<file path="src/logic/fetch_params.svh">
`ifndef FETCH_PARAMS_SVH
`define FETCH_PARAMS_SVH

// pc width in bits
`define FETCH_XLEN 64

// first fetch address after reset
`define FETCH_RESET_PC 64'h0000_0000_8000_0000

// itcm word address width, 16384 words
`define ITCM_AW 14

// queue and stack depths as log2
`define BHQ_AW 4
`define RAS_AW 4
`define IFQ_AW 3

`endif

</file>
<file path="src/logic/fetch_pkg.sv">
`default_nettype none

`include "fetch_params.svh"

package fetch_pkg;

	// program counter
	typedef logic [`FETCH_XLEN-1:0] pc_t;

	// one 32-bit instruction word, no compressed forms
	typedef logic [31:0] instr_t;

	// itcm word address
	typedef logic [`ITCM_AW-1:0] itcm_addr_t;

	// one prediction in the branch history queue
	// alt_pc is the path that fetch did not follow
	typedef struct packed {
		logic taken;
		pc_t alt_pc;
	} branch_rec_t;

	// entry handed to the decoder
	typedef struct packed {
		pc_t pc;
		instr_t instr;
	} fetch_entry_t;

endpackage

`default_nettype wire

</file>
<file path="src/logic/pc_generate.sv">
`default_nettype none

`include "fetch_params.svh"

module pc_generate (
	input wire logic CLK,
	input wire logic rst_n,

	input wire fetch_pkg::instr_t rd_data,
	input wire logic fetch_grant,
	output fetch_pkg::pc_t fetch_addr,

	input wire logic jalr_valid,
	input wire fetch_pkg::pc_t jalr_pc,

	input wire logic bru_valid,
	input wire logic bru_taken,
	output logic mispredict,

	input wire logic ifq_full,
	output logic ifq_push,
	output fetch_pkg::fetch_entry_t ifq_data,
	output logic ifq_flush,

	input wire logic bhq_full,
	output logic bhq_push,
	output fetch_pkg::branch_rec_t bhq_data_push,
	input wire fetch_pkg::branch_rec_t bhq_data_pop,

	input wire logic ras_empty,
	input wire fetch_pkg::pc_t ras_top,
	output logic ras_push,
	output logic ras_pop,
	output fetch_pkg::pc_t ras_data_push
);

	import fetch_pkg::*;

	localparam logic [6:0] OP_JAL = 7'b1101111;
	localparam logic [6:0] OP_JALR = 7'b1100111;
	localparam logic [6:0] OP_BRANCH = 7'b1100011;

	pc_t pc_q;
	pc_t fetch_pc_dnxt;
	logic instr_valid;

	logic [4:0] rd;
	logic [4:0] rs1;
	logic is_jal;
	logic is_jalr;
	logic is_branch;
	logic is_call;
	logic is_return;
	logic use_ras;

	pc_t imm;
	pc_t pc_inc;
	pc_t target;
	logic pred_taken;
	logic stall;
	logic advance;

	logic [`BHQ_AW:0] bhq_cnt;

	// predecode, just enough to find control flow
	assign rd = rd_data[11:7];
	assign rs1 = rd_data[19:15];
	assign is_jal = (rd_data[6:0] == OP_JAL);
	assign is_jalr = (rd_data[6:0] == OP_JALR);
	assign is_branch = (rd_data[6:0] == OP_BRANCH);

	// link registers are x1 and x5
	assign is_call = (is_jal || is_jalr) && (rd == 5'd1 || rd == 5'd5);
	assign is_return = is_jalr && (rs1 == 5'd1 || rs1 == 5'd5) && (rs1 != rd);
	assign use_ras = is_return && !ras_empty;

	// j-type or b-type immediate, sign extended
	assign imm = is_jal ?
		{{(`FETCH_XLEN-20){rd_data[31]}}, rd_data[19:12], rd_data[20],
			rd_data[30:21], 1'b0} :
		{{(`FETCH_XLEN-12){rd_data[31]}}, rd_data[7], rd_data[30:25],
			rd_data[11:8], 1'b0};

	assign pc_inc = pc_q + `FETCH_XLEN'd4;

	always_comb begin
		if (is_jal || is_branch) begin
			target = pc_q + imm;
		end else if (use_ras) begin
			target = ras_top;
		end else begin
			target = jalr_pc;
		end
	end

	// static rule: jumps and backward branches taken
	assign pred_taken = is_jal || is_jalr || (is_branch && imm[`FETCH_XLEN-1]);

	assign stall = !instr_valid
		|| !fetch_grant
		|| ifq_full
		|| (is_branch && bhq_full)
		|| (is_jalr && !use_ras && !jalr_valid);

	assign mispredict = bru_valid && (bru_taken != bhq_data_pop.taken);
	assign advance = !stall && !mispredict;

	always_comb begin
		if (mispredict) begin
			fetch_pc_dnxt = bhq_data_pop.alt_pc;
		end else if (advance) begin
			fetch_pc_dnxt = pred_taken ? target : pc_inc;
		end else begin
			fetch_pc_dnxt = pc_q;
		end
	end

	assign fetch_addr = fetch_pc_dnxt;

	// the word read this cycle belongs to fetch_pc_dnxt
	always_ff @(posedge CLK) begin
		if (!rst_n) begin
			pc_q <= `FETCH_RESET_PC;
			instr_valid <= 1'b0;
		end else begin
			pc_q <= fetch_pc_dnxt;
			instr_valid <= fetch_grant && !mispredict;
		end
	end

	assign ifq_push = advance;
	assign ifq_data = '{pc: pc_q, instr: rd_data};
	assign ifq_flush = mispredict;

	assign bhq_push = advance && is_branch;
	assign bhq_data_push = '{taken: pred_taken, alt_pc: pred_taken ? pc_inc : target};

	// a jalr can be both return and call, the stack swaps its top
	assign ras_push = advance && is_call;
	assign ras_pop = advance && use_ras;
	assign ras_data_push = pc_inc;

	// shadow count of unresolved branches
	always_ff @(posedge CLK) begin
		if (!rst_n || mispredict) begin
			bhq_cnt <= '0;
		end else begin
			case ({bhq_push, bru_valid})
				2'b10: bhq_cnt <= bhq_cnt + 1'b1;
				2'b01: bhq_cnt <= bhq_cnt - 1'b1;
				default: bhq_cnt <= bhq_cnt;
			endcase
		end
	end

	// resolution only for branches fetch has recorded
	assert property (@(posedge CLK) disable iff (!rst_n) bru_valid |-> (bhq_cnt != '0));

endmodule

`default_nettype wire

</file>
<file path="config.mk">
export PLATFORM = sky130hd
export DESIGN_NAME = pc_generate
export DESIGN_NICKNAME = d
export VERILOG_FILES = /design/src/logic/fetch_pkg.sv /design/src/logic/pc_generate.sv
export VERILOG_INCLUDE_DIRS = /design/src /design/src/logic
export SDC_FILE = /design/constraint.sdc
export NUM_CORES = 1
export LEC_CHECK = 0
export BUFFER_PORTS_ARGS = -buffer_cell sky130_fd_sc_hd__clkbuf_2
export CAP_MARGIN = 10
export CORE_AREA = 4 4 207 209
export CTS_CLUSTER_SIZE = 14
export DETAILED_ROUTE_END_ITERATION = 7
export DIE_AREA = 0 0 211 213
export GPL_TIMING_DRIVEN = 1
export PLACE_DENSITY = 0.65
export SETUP_SLACK_MARGIN = 0.2
export SLEW_MARGIN = 20
export SYNTH_ARGS = -nofsm -noshare
export SYNTH_HDL_FRONTEND = slang
export SYNTH_SLANG_ARGS = --single-unit
</file>
<file path="constraint.sdc">
create_clock -name CLK -period 9.8 [get_ports CLK]
set_input_delay 0.49 -clock CLK [delete_from_list [all_inputs] [get_ports CLK]]
set_output_delay 0.49 -clock CLK [all_outputs]
set_load 0.005 [all_outputs]
</file>
Word-level counts from Yosys, hierarchy flattened. Cells that the tools add are included.

Add/sub/neg operators: 2. Eq/ne operators: 9. Multiplexer cells: 7. Reductions and logical operators: 30.

Operator list (number): $mux W64 (6); $add A64 B3 Y64 const B (1); $add A64 B64 Y64 (1); $eq A7 B7 Y1 const B (3); $mux W20 (1); $logic_and A1 B1 Y1 (14); $eq A5 B1 Y1 const B (2); $eq A5 B3 Y1 const B (2); $logic_or A1 B1 Y1 (9); $logic_not A1 Y1 (7); $ne A5 B5 Y1 (1); $ne A1 B1 Y1 (1).

Register bits after elaboration: 65. Output and inout bits: 295. Logic and storage cells: 50.

Logic depth before layout (Yosys ltp). Gate-level depths: netlist of run 1.

Word-level depth: 13. Mapped depth: 19. Depth with buffers taken out: 16.

Worst setup path after synthesis of run 1. Ideal clock, no wire load.

Kind: input -> output. Start point: input port rd_data[4]. End point: output port fetch_addr[35]. Data arrival time: 4507 ps. Path slack: 4803 ps. Stages on the path: 17. Path through: and4b_1 buf_2 and3_1 clkbuf_1 nand2_1 mux2_2 ha_1 fa_1 a211oi_2 o21bai_2 a211oi_4 o211ai_4 a211oi_4 nor4b_2 or4_1 and3_4 a31oi_4.

Cells in the longest elaborated chain, start to end: 12. Elaborated cells on any way between the ends: 25. Classes of those cells: 1 x add/sub; 3 x eq/ne; 6 x mux; 15 x reduce/logical.

Ends and longest elaborated chain: from (decl) (RTL line pc_generate.sv:9) `input wire fetch_pkg::instr_t rd_data,`; parallel branches: the longest is 10 deep, another holds $add A64 B64 Y64; $mux W64 * (RTL line pc_generate.sv:111) `end else if (advance) begin`; $mux W64 * (RTL line pc_generate.sv:109) `if (mispredict) begin`; to (decl) (RTL line pc_generate.sv:11) `output fetch_pkg::pc_t fetch_addr,`.

Every way passes the cells marked *.

Worst setup path after layout of run 1.
Start point: input port rd_data[4]. End point: output port fetch_addr[61].

Same word-level chain as after synthesis.

==> results of run 1 <==
[kinds of logic (layout without fill, tap and decap cells)]
family / count (synthesis) / count (layout) / synth area share, %
XOR/XNOR: 116 / 116 / 8.56
AO/OA/AOI/OAI: 590 / 590 / 31.8
multiplexers: 76 / 76 / 6.52
adder cells (fa/ha/maj): 64 / 64 / 6.81
other: 0 / 1 / 0
flip-flops: 65 / 65 / 11.0
AND/OR/NAND/NOR: 705 / 705 / 27.7
buffers and inverters: 192 / 603 / 7.68
[layout by cell type, fill, tap and decap left out, types with 14 or more instances in the layout]
master / instances
inv_1: 29
and3_1: 22
o21ai_0: 151
mux2i_1: 66
a21o_1: 48
xnor2_1: 65
a221oi_1: 22
a31oi_1: 20
nand2_1: 221
and2_1: 51
nand3_1: 60
a21oi_1: 178
buf_4: 29
nand4_1: 31
nor2_1: 199
xor2_1: 51
o21a_1: 21
dfxtp_1: 65
ha_1: 63
nor4_1: 14
nor3_1: 47
o211ai_1: 15
a211oi_1: 23
clkbuf_2: 528
[sequential cells by signal, summed over array words and instances, names as in the netlist]
| register | flops |
|---|---|
| pc_q | 64 |
| instr_valid | 1 |
[how the worst max path moves through the flow]
| stage | slack [ns] | startpoint | cells after the start | end |
|---|---|---|---|---|
| 2_1_floorplan | 4.80 | rd_data[4] | 17 | fetch_addr[35] |
| 3_3_place_gp | 3.45 | rd_data[4] | 17 | fetch_addr[61] |
| 3_5_place_dp | 3.36 | rd_data[4] | 18 | bhq_data_push[53] |
| 4_1_cts | 3.36 | rd_data[4] | 17 | fetch_addr[61] |
| 5_1_grt | 3.01 | rd_data[4] | 17 | bhq_data_push[61] |
| 6_report | 3.32 | rd_data[4] | 17 | fetch_addr[61] |
[layer usage]
| layer | wire length, um | vias up | share of wire, % |
|---|---|---|---|
| li1 | - | 7369 | - |
| met1 | 26200 | 7445 | 40 |
| met4 | 2620 | 2 | 4.0 |
| met3 | 5900 | 156 | 8.9 |
| met2 | 31500 | 980 | 48 |
| met5 | 13 | - | 0.020 |
[per-stage QoR]
| step | hold slack, ns | area (um^2) | util (%) | power [uW] | setup slack (ns) |
|---|---|---|---|---|---|
| global placement | 0.686 | 14600 | 35.8 | 1040 | 3.45 |
| CTS | 0.358 | 14900 | 36.5 | 1380 | 3.36 |
| finish | 0.383 | 14900 | 36.5 | 1380 | 3.32 |
| floorplan | 0.636 | 11900 | - | 735 | 4.80 |
| detailed placement | 0.702 | 14600 | 35.8 | 1040 | 3.36 |
| global route | 0.374 | 14900 | 36.5 | 1460 | 3.01 |
[area by class of cell]
cell class	instances	area, um^2
Timing Repair Buffer	557	2860
Antenna cell	1	2.50
Clock buffer	14	264
Fill cell	4469	25900
Multi-Input combinational cell	1551	9690
Sequential cell	65	1300
Inverter	32	120
Tap cell	532	666
[power by group through the flow]
stage	Sequential [uW]	Combinational, uW	Clock (uW)
after detailed placement	339	700	0
after floorplan	320	415	0
after CTS	333	705	339
after global placement	339	699	0
after global routing	338	772	345
final	335	710	331
[worst register-to-register path, stage by stage, from the launching register on]
cell,delay [ns]
dfxtp_1,0.44
ha_1,0.29
fa_1,0.43
a211oi_2,0.28
o21bai_2,0.14
a211oi_4,0.41
o21ai_0,0.16
a21oi_1,0.76
o21ai_0,0.48
a41oi_1,0.43
xor2_1,0.27
o22ai_1,0.14
and2_1,0.21
==> out/qor.txt, run 1 <==
r2r setup slk: 5.26 ns
reg2reg start: pc_q[1]
min-delay src: bhq_data_pop[54]
worst min path class: in -> reg
clock root buffer: clkbuf_16
unique cell type count in the Yosys netlist: 83
crit path kind: in -> out
Switching Power: 626 uW
GR Layer Usage met1: 34.4%
gr ovfl total: 0
DP HPWL: 52200 um
Starting Density: 29.1%
Worst Setup Start Kind: primary input
Synth Flop Type: dfxtp_1
initial antenna violation count: 1
share of post-route cells with drive strength above 1: 27.7%
Critical Path AT: 5.99 ns
met2 usage: 47.2%
area added between synthesis and finish: 25.6%
final hold vios: 0
Vias: 16.0k
Hold Path Depth: 2
flops & latches, synth: 65
crit end category: output pin
setup repair bufs after CTS: 0
Reg2Reg Depth: 12
clock buffer count from CTS: 9
met3 Use GR: 5.23%
Total Neg Setup Slack: 0 ns
Min-Delay Endpoint: pc_q[54]
count leader, synth: nand2_1
via/cell ratio: 5.80
RSZ-0062 raised after global routing: no
CP top delay family: compound AO/OA/AOI/OAI gates
P_int: 750 uW
Post-synth top cells: 223 x nand2_1, 202 x nor2_1, 178 x a21oi_1, 151 x o21ai_0, 89 x clkbuf_1
Slowest Stage Delay on Critical Path: 0.76 ns
Synth area leader: dfxtp_1
status: finished, final reports clean
fin crit share: 66.1%
Sink Count: 65
Final ANT Viol Nets: 0
Avg Inst Size Synth: 6.56 um^2
core area: 0.0408 mm^2
Synth async-reset ratio: 0%
Initial DRC Count: 1388
share of total power in combinational logic: 51.6%
post_cts resized: 0
vias in the first global route: 15.4k
Worst IR Drop VDD: 0.0000614 V
Post-Syn Area: 0.0119 mm^2
synth top area cells: dfxtp_1 11%, a21oi_1 7.5%, nand2_1 7.1%
slowest cell on the critical path: a21oi_1
Row Count: 74
H-tree levels: 3
Layout Skew: 0.00879 ns
DRC viols: 0
first-pass GRT wire length: 95500 um
Tmin final: 6.48 ns
R2R Path End: pc_q[61]
TritonCTS clock tree: yes
gp weighted congestion: 0.919
final wirelength: 66200 um
die width: 211 um
hold_buf cts: 0
Max clock buf depth: 2
placed cells: 2737
Setup violations, final: 0
Worst-Skew Late Latency: 0.37 ns
Lkg Pwr: 0.00709 uW
IO Count: 529
drt pass-1 iters: 6
switch share: 45.5%
die area: 0.0449 mm^2
Final Max Slew Viols: 0
Syn Nets: 2106
largest net degree at the start of global routing: 57
Slew headroom: 24.6%
GRT Resource Usage Total: 27.7%
Post-synth EDFFs: 0
Clock transition at path regs: 0.06 ns
share of the synthesized area in the top cell type: 11.0%
total number of yosys warnings: 0
final net count: 2514
chip height: 213 um
crit path buf inv count: 2
clock share of power: 24.0%
post-synthesis sequential area ratio: 11.0%
Worst-Margin Slew: 1.13 ns
cells after synthesis: 1808
I/O Buffers: 528
pwr dens: 92.4 mW/mm^2
WL per Instance: 24.1 um
Sequential Power Share: 24.4%
Peak Freq: 154 MHz
busiest grt layer: met2
crit-path cells: clkbuf_2 -> and4b_1 -> and3_1 -> nand2_1 -> mux2_2 -> ha_1 -> fa_1 -> a211oi_2 -> o21bai_2 -> a211oi_4 -> o21ai_0 -> a21oi_1 -> o21ai_0 -> a41oi_1 -> xor2_1 -> o22ai_1 -> clkbuf_2
CP Max Fanout: 10
Worst EP required: 9.31 ns
max_cap viols: 0
non-filler cells, final: 2752
Power figures use the tool's default switching activity.
==> run 2, diff against run 1 <==
==> constraint.sdc (replaced) <==
create_clock -name CLK -period 6.35 [get_ports CLK]
set_input_delay 0.3175 -clock CLK [delete_from_list [all_inputs] [get_ports CLK]]
set_output_delay 0.3175 -clock CLK [all_outputs]
set_load 0.005 [all_outputs]
==> run 2 against run 1 <==
Global-route usage is 0.27 points higher. Clock power is 55% higher. Cell count is 0.11% higher. Critical path type unchanged. Power is 55% higher. Cell area is 0.15% higher. Critical path depth is 2 higher. Die area stayed put. Highest routed layer unchanged. Wire length is 0.74% higher. Sequential share of layout area hardly changed.
==> out/qor.txt, run 2 (synthesized netlist as in run 1, its figures left out) <==
number of flip-flops in the largest register: 64 (unchanged)
fin crit share: 90.9%
worst min path class: in -> reg
reg2reg start: pc_q[1]
crit end category: output pin
slowest cell on the critical path: and3_1
Worst Setup Start Kind: primary input
max_cap viols: 0 (unchanged)
drt pass-1 iters: 6 (unchanged)
r2r setup slk: 2.27 ns (-2.99 ns)
CP top delay family: compound AO/OA/AOI/OAI gates
Worst-Skew Late Latency: 0.39 ns (+0.02 ns)
gr ovfl total: 0 (unchanged)
DP HPWL: 52400 um (+0.53%)
Slew headroom: 28.6% (+4.1 points)
Crit path depth: 19 (+2)
Min-Delay Endpoint: pc_q[28]
die area: 0.0449 mm^2 (unchanged)
R2R Path End: pc_q[59]
initial antenna violation count: 1 (unchanged)
Worst-Margin Slew: 1.06 ns (-0.0678 ns)
WL per Instance: 24.2 um (+0.63%)
final net count: 2517 (+0.12%)
Vias: 16.1k (+0.98%)
Setup violations, final: 0 (unchanged)
fill count: 4526 (+1.3%)
final wirelength: 66700 um (+0.74%)
chip height: 213 um (unchanged)
final hold vios: 0 (unchanged)
clock buffer count from CTS: 9 (unchanged)
IO Count: 529 (unchanged)
share of post-route cells with drive strength above 1: 27.8% (+0.098 points)
Hold Path Depth: 2 (unchanged)
Largest regs: pc_q: 64 flops, instr_valid: 1 flops
DRC viols: 0 (unchanged)
largest reg by FF count: pc_q
die width: 211 um (unchanged)
Worst EP required: 6.03 ns (-3.28 ns)
RSZ-0062 raised after global routing: no
vias in the first global route: 15.4k (+0.44%)
Min Hold Slack: 0.196 ns (-0.186 ns)
Clock transition at path regs: 0.06 ns (about the same)
Final Max Slew Viols: 0 (unchanged)
area added between synthesis and finish: 25.8%
Starting Density: 29.1% (unchanged)
Total Neg Setup Slack: 0 ns (unchanged)
post_cts resized: 0 (unchanged)
I/O Buffers: 528 (unchanged)
TritonCTS clock tree: yes
GRT Resource Usage Total: 27.9% (+0.27 points)
H-tree levels: 3 (unchanged)
Critical Path AT: 5.46 ns (-0.53 ns)
Slowest Stage Delay on Critical Path: 0.46 ns (-0.30 ns)
crit-path cells: clkbuf_2 -> and4b_1 -> and3_1 -> nand2_1 -> mux2_2 -> ha_1 -> fa_1 -> a211oi_2 -> o21bai_2 -> a211oi_4 -> o211ai_4 -> a211oi_4 -> buf_4 -> o41ai_2 -> a41oi_1 -> xnor2_1 -> nand2_1 -> a31oi_1 -> clkbuf_2
Initial DRC Count: 1597 (+15%)
pwr dens: 143 mW/mm^2 (+55%)
crit path kind: in -> out
setup repair bufs after CTS: 0 (unchanged)
largest net degree at the start of global routing: 64 (+12%)
first-pass GRT wire length: 96100 um (+0.62%)
via/cell ratio: 5.85 (+0.87%)
Layout Skew: 0.0111 ns (+0.00233 ns)
Row Count: 74 (unchanged)
Lkg Pwr: 0.00710 uW (+0.19%)
most frequent cells in the layout: 528 x clkbuf_2, 221 x nand2_1, 199 x nor2_1
gp weighted congestion: 0.967 (+5.2%)
Final ANT Viol Nets: 0 (unchanged)
min-delay src: bhq_data_pop[28]
leading cell type in the layout, fill and taps excluded: clkbuf_2
Worst IR Drop VDD: 0.000126 V (+110%)
CP Max Fanout: 10 (unchanged)
status: finished, final reports clean
Reg2Reg Depth: 13 (+1)
hold_buf cts: 0 (unchanged)
Max clock buf depth: 2 (unchanged)
core area: 0.0408 mm^2 (unchanged)
crit path buf inv count: 3 (+1)
Sink Count: 65 (unchanged)
clock root buffer: clkbuf_16
Peak Freq: 173 MHz
Tmin final: 5.78 ns
## run 2: cell count changes in the layout (fill, tap and decap cells not counted), sizes merged
cell	change
buf	+3
## run 2: worst max-delay path by stage
stage	endpoint	start	slack, ns
2_1_floorplan	fetch_addr[35]	rd_data[4]	1.70
3_3_place_gp	fetch_addr[59]	rd_data[4]	0.83
3_5_place_dp	fetch_addr[59]	rd_data[4]	0.67
4_1_cts	fetch_addr[59]	rd_data[4]	0.65
5_1_grt	fetch_addr[59]	rd_data[4]	0.35
6_report	fetch_addr[59]	rd_data[4]	0.57
## run 2: final cells by class
| cell class | count | area (um^2) | share of cell area (%) |
|---|---|---|---|
| flip-flops and latches | 65 | 1300 | 8.72 |
| diodes | 1 | 2.50 | 0.0168 |
| multi-input cells | 1551 | 9690 | 64.9 |
| repair buffers | 560 | 2880 | 19.3 |
| well taps | 532 | 666 | 4.46 |
| inverters | 32 | 120 | 0.805 |
| clock buffers | 14 | 264 | 1.77 |
## run 2: worst reg2reg max path: stages, from the launching register on
cell,delay [ns]
dfxtp_1,0.57
ha_1,0.26
fa_1,0.25
a211oi_2,0.10
o21bai_2,0.25
a211oi_4,0.13
o211ai_4,0.29
a211oi_4,0.12
buf_4,0.20
o41ai_2,0.81
a41oi_1,0.28
xnor2_1,0.26
nand2_1,0.14
a311oi_1,0.31
## run 2: layer usage
| metal | GRT usage (%) | share of wire (%) |
|---|---|---|
| met4 | 11.0 | 3.8 |
| met5 | 0 | 0.019 |
| met3 | 4.97 | 8.8 |
| met2 | 47.6 | 47 |
| met1 | 35.2 | 40 |
## run 2: metrics by stage
step,instance area [um^2],std cells,util [%],worst slack (ns),total power [uW]
final,14900,2755,36.6,0.575,2130
after global routing,14900,2754,36.5,0.355,2260
after CTS,14900,2754,36.5,0.649,2140
after detailed placement,14700,2740,35.9,0.666,1610
after global placement,14700,2740,35.9,0.827,1600
after floorplan,11900,1808,-,1.70,1130
## run 2: power breakdown
part | switching, uW | leakage (uW) | total, uW | internal, uW
sequential | 79.7 | 0.000535 | 519 | 440
clock | 230 | 0.000129 | 512 | 282
combinational | 663 | 0.00644 | 1100 | 436
==> run 3, diff against run 2 <==
--- a/config.mk
+++ b/config.mk
@@ -8,12 +8,14 @@
 export LEC_CHECK = 0
 export BUFFER_PORTS_ARGS = -buffer_cell sky130_fd_sc_hd__clkbuf_2
 export CAP_MARGIN = 10
-export CORE_AREA = 4 4 207 209
+export CELL_PAD_IN_SITES_DETAIL_PLACEMENT = 0
+export CELL_PAD_IN_SITES_GLOBAL_PLACEMENT = 1
+export CORE_AREA = 4 4 201 203
 export CTS_CLUSTER_SIZE = 14
 export DETAILED_ROUTE_END_ITERATION = 7
-export DIE_AREA = 0 0 211 213
+export DIE_AREA = 0 0 205 207
 export GPL_TIMING_DRIVEN = 1
-export PLACE_DENSITY = 0.65
+export PLACE_DENSITY = 0.89
 export SETUP_SLACK_MARGIN = 0.2
 export SLEW_MARGIN = 20
 export SYNTH_ARGS = -nofsm -noshare
==> run 3 against run 2 <==
Via count is 0.74% lower. Non-clock buffer count shrank 2. Sequential cell count did not move. Fmax decreased by 0.88%. Global-route usage is 1.5 points higher. Worst hold slack worse by 0.0043 ns. Wire length decreased by 0.69%. Critical path type unchanged. Critical endpoint is now fetch_addr[57]. Largest cell class unchanged.
==> out/qor.txt, run 3 (synthesized netlist as in run 1, its figures left out) <==
status: finished, final reports clean
Largest regs: pc_q: 64 flops, instr_valid: 1 flops
CP top delay family: compound AO/OA/AOI/OAI gates
Multi-input gate area: 0.00970 mm^2 (about the same)
largest net degree at the start of global routing: 59 (-7.8%)
Final ANT Viol Nets: 0 (unchanged)
Peak Freq: 172 MHz (-0.88%)
share of total power in combinational logic: 49.9% (-1.7 points)
max_cap viols: 0 (unchanged)
TritonCTS clock tree: yes
largest reg by FF count: pc_q
die area: 0.0424 mm^2 (-5.6%)
Worst Setup EP: fetch_addr[57]
RSZ-0062 raised after global routing: no
hold_buf cts: 0 (unchanged)
Clock transition at path regs: 0.06 ns (about the same)
gr ovfl total: 0 (unchanged)
r2r setup slk: 2.19 ns (-0.08 ns)
core area: 0.0385 mm^2 (-5.8%)
crit path buf inv count: 2 (-1)
Worst EP required: 6.03 ns (about the same)
IO Count: 529 (unchanged)
Worst IR Drop VDD: 0.000142 V (+12%)
WL per Instance: 24.1 um (-0.54%)
Slew headroom: 22.9% (-5.8 points)
Max clock buf depth: 2 (unchanged)
vias in the first global route: 15.4k (-0.18%)
pwr dens: 146 mW/mm^2 (+2.3%)
reg2reg start: pc_q[1]
Sink Count: 65 (unchanged)
Critical path origin: rd_data[4]
initial antenna violation count: 10 (+9)
Worst-Margin Slew: 1.15 ns (+0.0859 ns)
CP Max Fanout: 10 (unchanged)
die width: 205 um (-2.8%)
min-delay src: bhq_data_pop[46]
Worst-Skew Late Latency: 0.39 ns (about the same)
via/cell ratio: 5.81 (-0.60%)
worst min path class: in -> reg
P_int: 1210 uW (+4.5%)
Tmin final: 5.83 ns (+0.0512 ns)
crit path kind: in -> out
Starting Density: 30.9% (+1.8 points)
drt pass-1 iters: 8 (+2)
Final Max Slew Viols: 0 (unchanged)
Slowest Stage Delay on Critical Path: 0.51 ns (+0.05 ns)
Crit path depth: 18 (-1)
Reg2Reg Depth: 12 (-1)
gp weighted congestion: 0.989 (+2.2%)
Total Neg Setup Slack: 0 ns (unchanged)
leading cell type in the layout, fill and taps excluded: clkbuf_2
fill count: 4195 (-7.3%)
slowest cell on the critical path: a21oi_2
crit end category: output pin
most frequent cells in the layout: 528 x clkbuf_2, 220 x nand2_1, 199 x nor2_1
switch share: 44.7% (-0.94 points)
Lkg Pwr: 0.00712 uW (+0.23%)
DP HPWL: 51300 um (-2.1%)
Initial DRC Count: 1397 (-13%)
final net count: 2515 (-0.079%)
clock share of power: 26.4% (+2.4 points)
clock root buffer: clkbuf_16
Sequential Power Share: 23.7% (-0.7 points)
Vias: 16.0k (-0.74%)
setup repair bufs after CTS: 0 (unchanged)
area added between synthesis and finish: 26.2%
number of flip-flops in the largest register: 64 (unchanged)
GRT Resource Usage Total: 29.4% (+1.5 points)
H-tree levels: 3 (unchanged)
Min Hold Slack: 0.192 ns (-0.00429 ns)
final wirelength: 66300 um (-0.69%)
I/O Buffers: 528 (unchanged)
Switching Power: 979 uW (+0.62%)
R2R Path End: pc_q[61]
Setup violations, final: 0 (unchanged)
chip height: 207 um (-2.8%)
fin crit share: 91.8% (+0.81 points)
Critical Path AT: 5.51 ns (+0.05 ns)
clock buffer count from CTS: 9 (unchanged)
DRC viols: 0 (unchanged)
final hold vios: 0 (unchanged)
crit-path cells: clkbuf_2 -> and4b_1 -> and3_1 -> nand2_1 -> mux2_2 -> ha_1 -> fa_1 -> a211oi_2 -> o21bai_2 -> a211oi_4 -> o21ai_0 -> a21oi_2 -> o211ai_1 -> nor2_1 -> mux2i_1 -> nand3_1 -> o21ai_0 -> clkbuf_2
share of post-route cells with drive strength above 1: 27.9% (+0.14 points)
Worst Setup Start Kind: primary input
Row Count: 72 (-2.7%)
first-pass GRT wire length: 96400 um (+0.39%)
register area: 0.00130 mm^2 (unchanged)
Layout Skew: 0.0120 ns (+0.000828 ns)
[run 3: worst register-to-register path, cell delays in order (launching register included)]
cell and delay, ns:
dfxtp_1 0.44, ha_1 0.30, fa_1 0.44, a211oi_2 0.29, o21bai_2 0.15, a211oi_4 0.40
o21ai_0 0.19, a21oi_2 0.51, o21ai_0 0.37, a41oi_1 0.39, xor2_1 0.27, o22ai_1 0.14
and2_1 0.18
[run 3: timing repair]
item | CTS | global route
hold endpoints to repair | 0 | 0
endpoints found under the setup margin | 0 | 11
resized for setup | 0 | 1
[run 3: power by group through the flow]
stage / clock network, uW / registers, uW / logic (uW)
2_1_floorplan: 0 / 494 / 640
3_3_place_gp: 0 / 524 / 1060
3_5_place_dp: 0 / 525 / 1070
4_1_cts: 595 / 515 / 1080
5_1_grt: 606 / 523 / 1190
6_report: 578 / 519 / 1090
[run 3: metrics by stage]
| step | util, % | cell area [um^2] | total power, uW | instances | worst slack, ns |
|---|---|---|---|---|---|
| after detailed placement | 38.1 | 14600 | 1600 | 2724 | 0.436 |
| after global routing | 38.9 | 15000 | 2310 | 2750 | 0.206 |
| after floorplan | - | 11900 | 1130 | 1808 | 1.70 |
| after CTS | 38.9 | 15000 | 2190 | 2740 | 0.405 |
| final | 38.9 | 15000 | 2190 | 2751 | 0.524 |
| after global placement | 38.1 | 14600 | 1590 | 2724 | 0.555 |
[run 3: cell type report]
class	instances	area share (%)
multi-input combinational	1551	64.7
timing repair buffer	558	19.2
sequential	65	8.69
tap	518	4.33
clock buffer	14	1.83
inverter	32	0.802
clock inverter	2	0.234
antenna	11	0.184
[run 3: how the worst min path moves through the flow]
stage / to / slack, ns / cells past startpoint
floorplan: instr_valid / 0.46 / 1
global placement: instr_valid / 0.58 / 2
detailed placement: pc_q[46] / 0.58 / 2
CTS: pc_q[46] / 0.16 / 2
global route: pc_q[54] / 0.18 / 2
finish: pc_q[46] / 0.19 / 2
[run 3: per-layer routing]
metal	part of all wire [%]	track usage, %	vias to the layer above
met2	47	48.2	889
met3	8.7	5.96	129
met5	0	0	-
met4	4.1	14.0	0
li1	-	-	7377
met1	40	36.9	7593
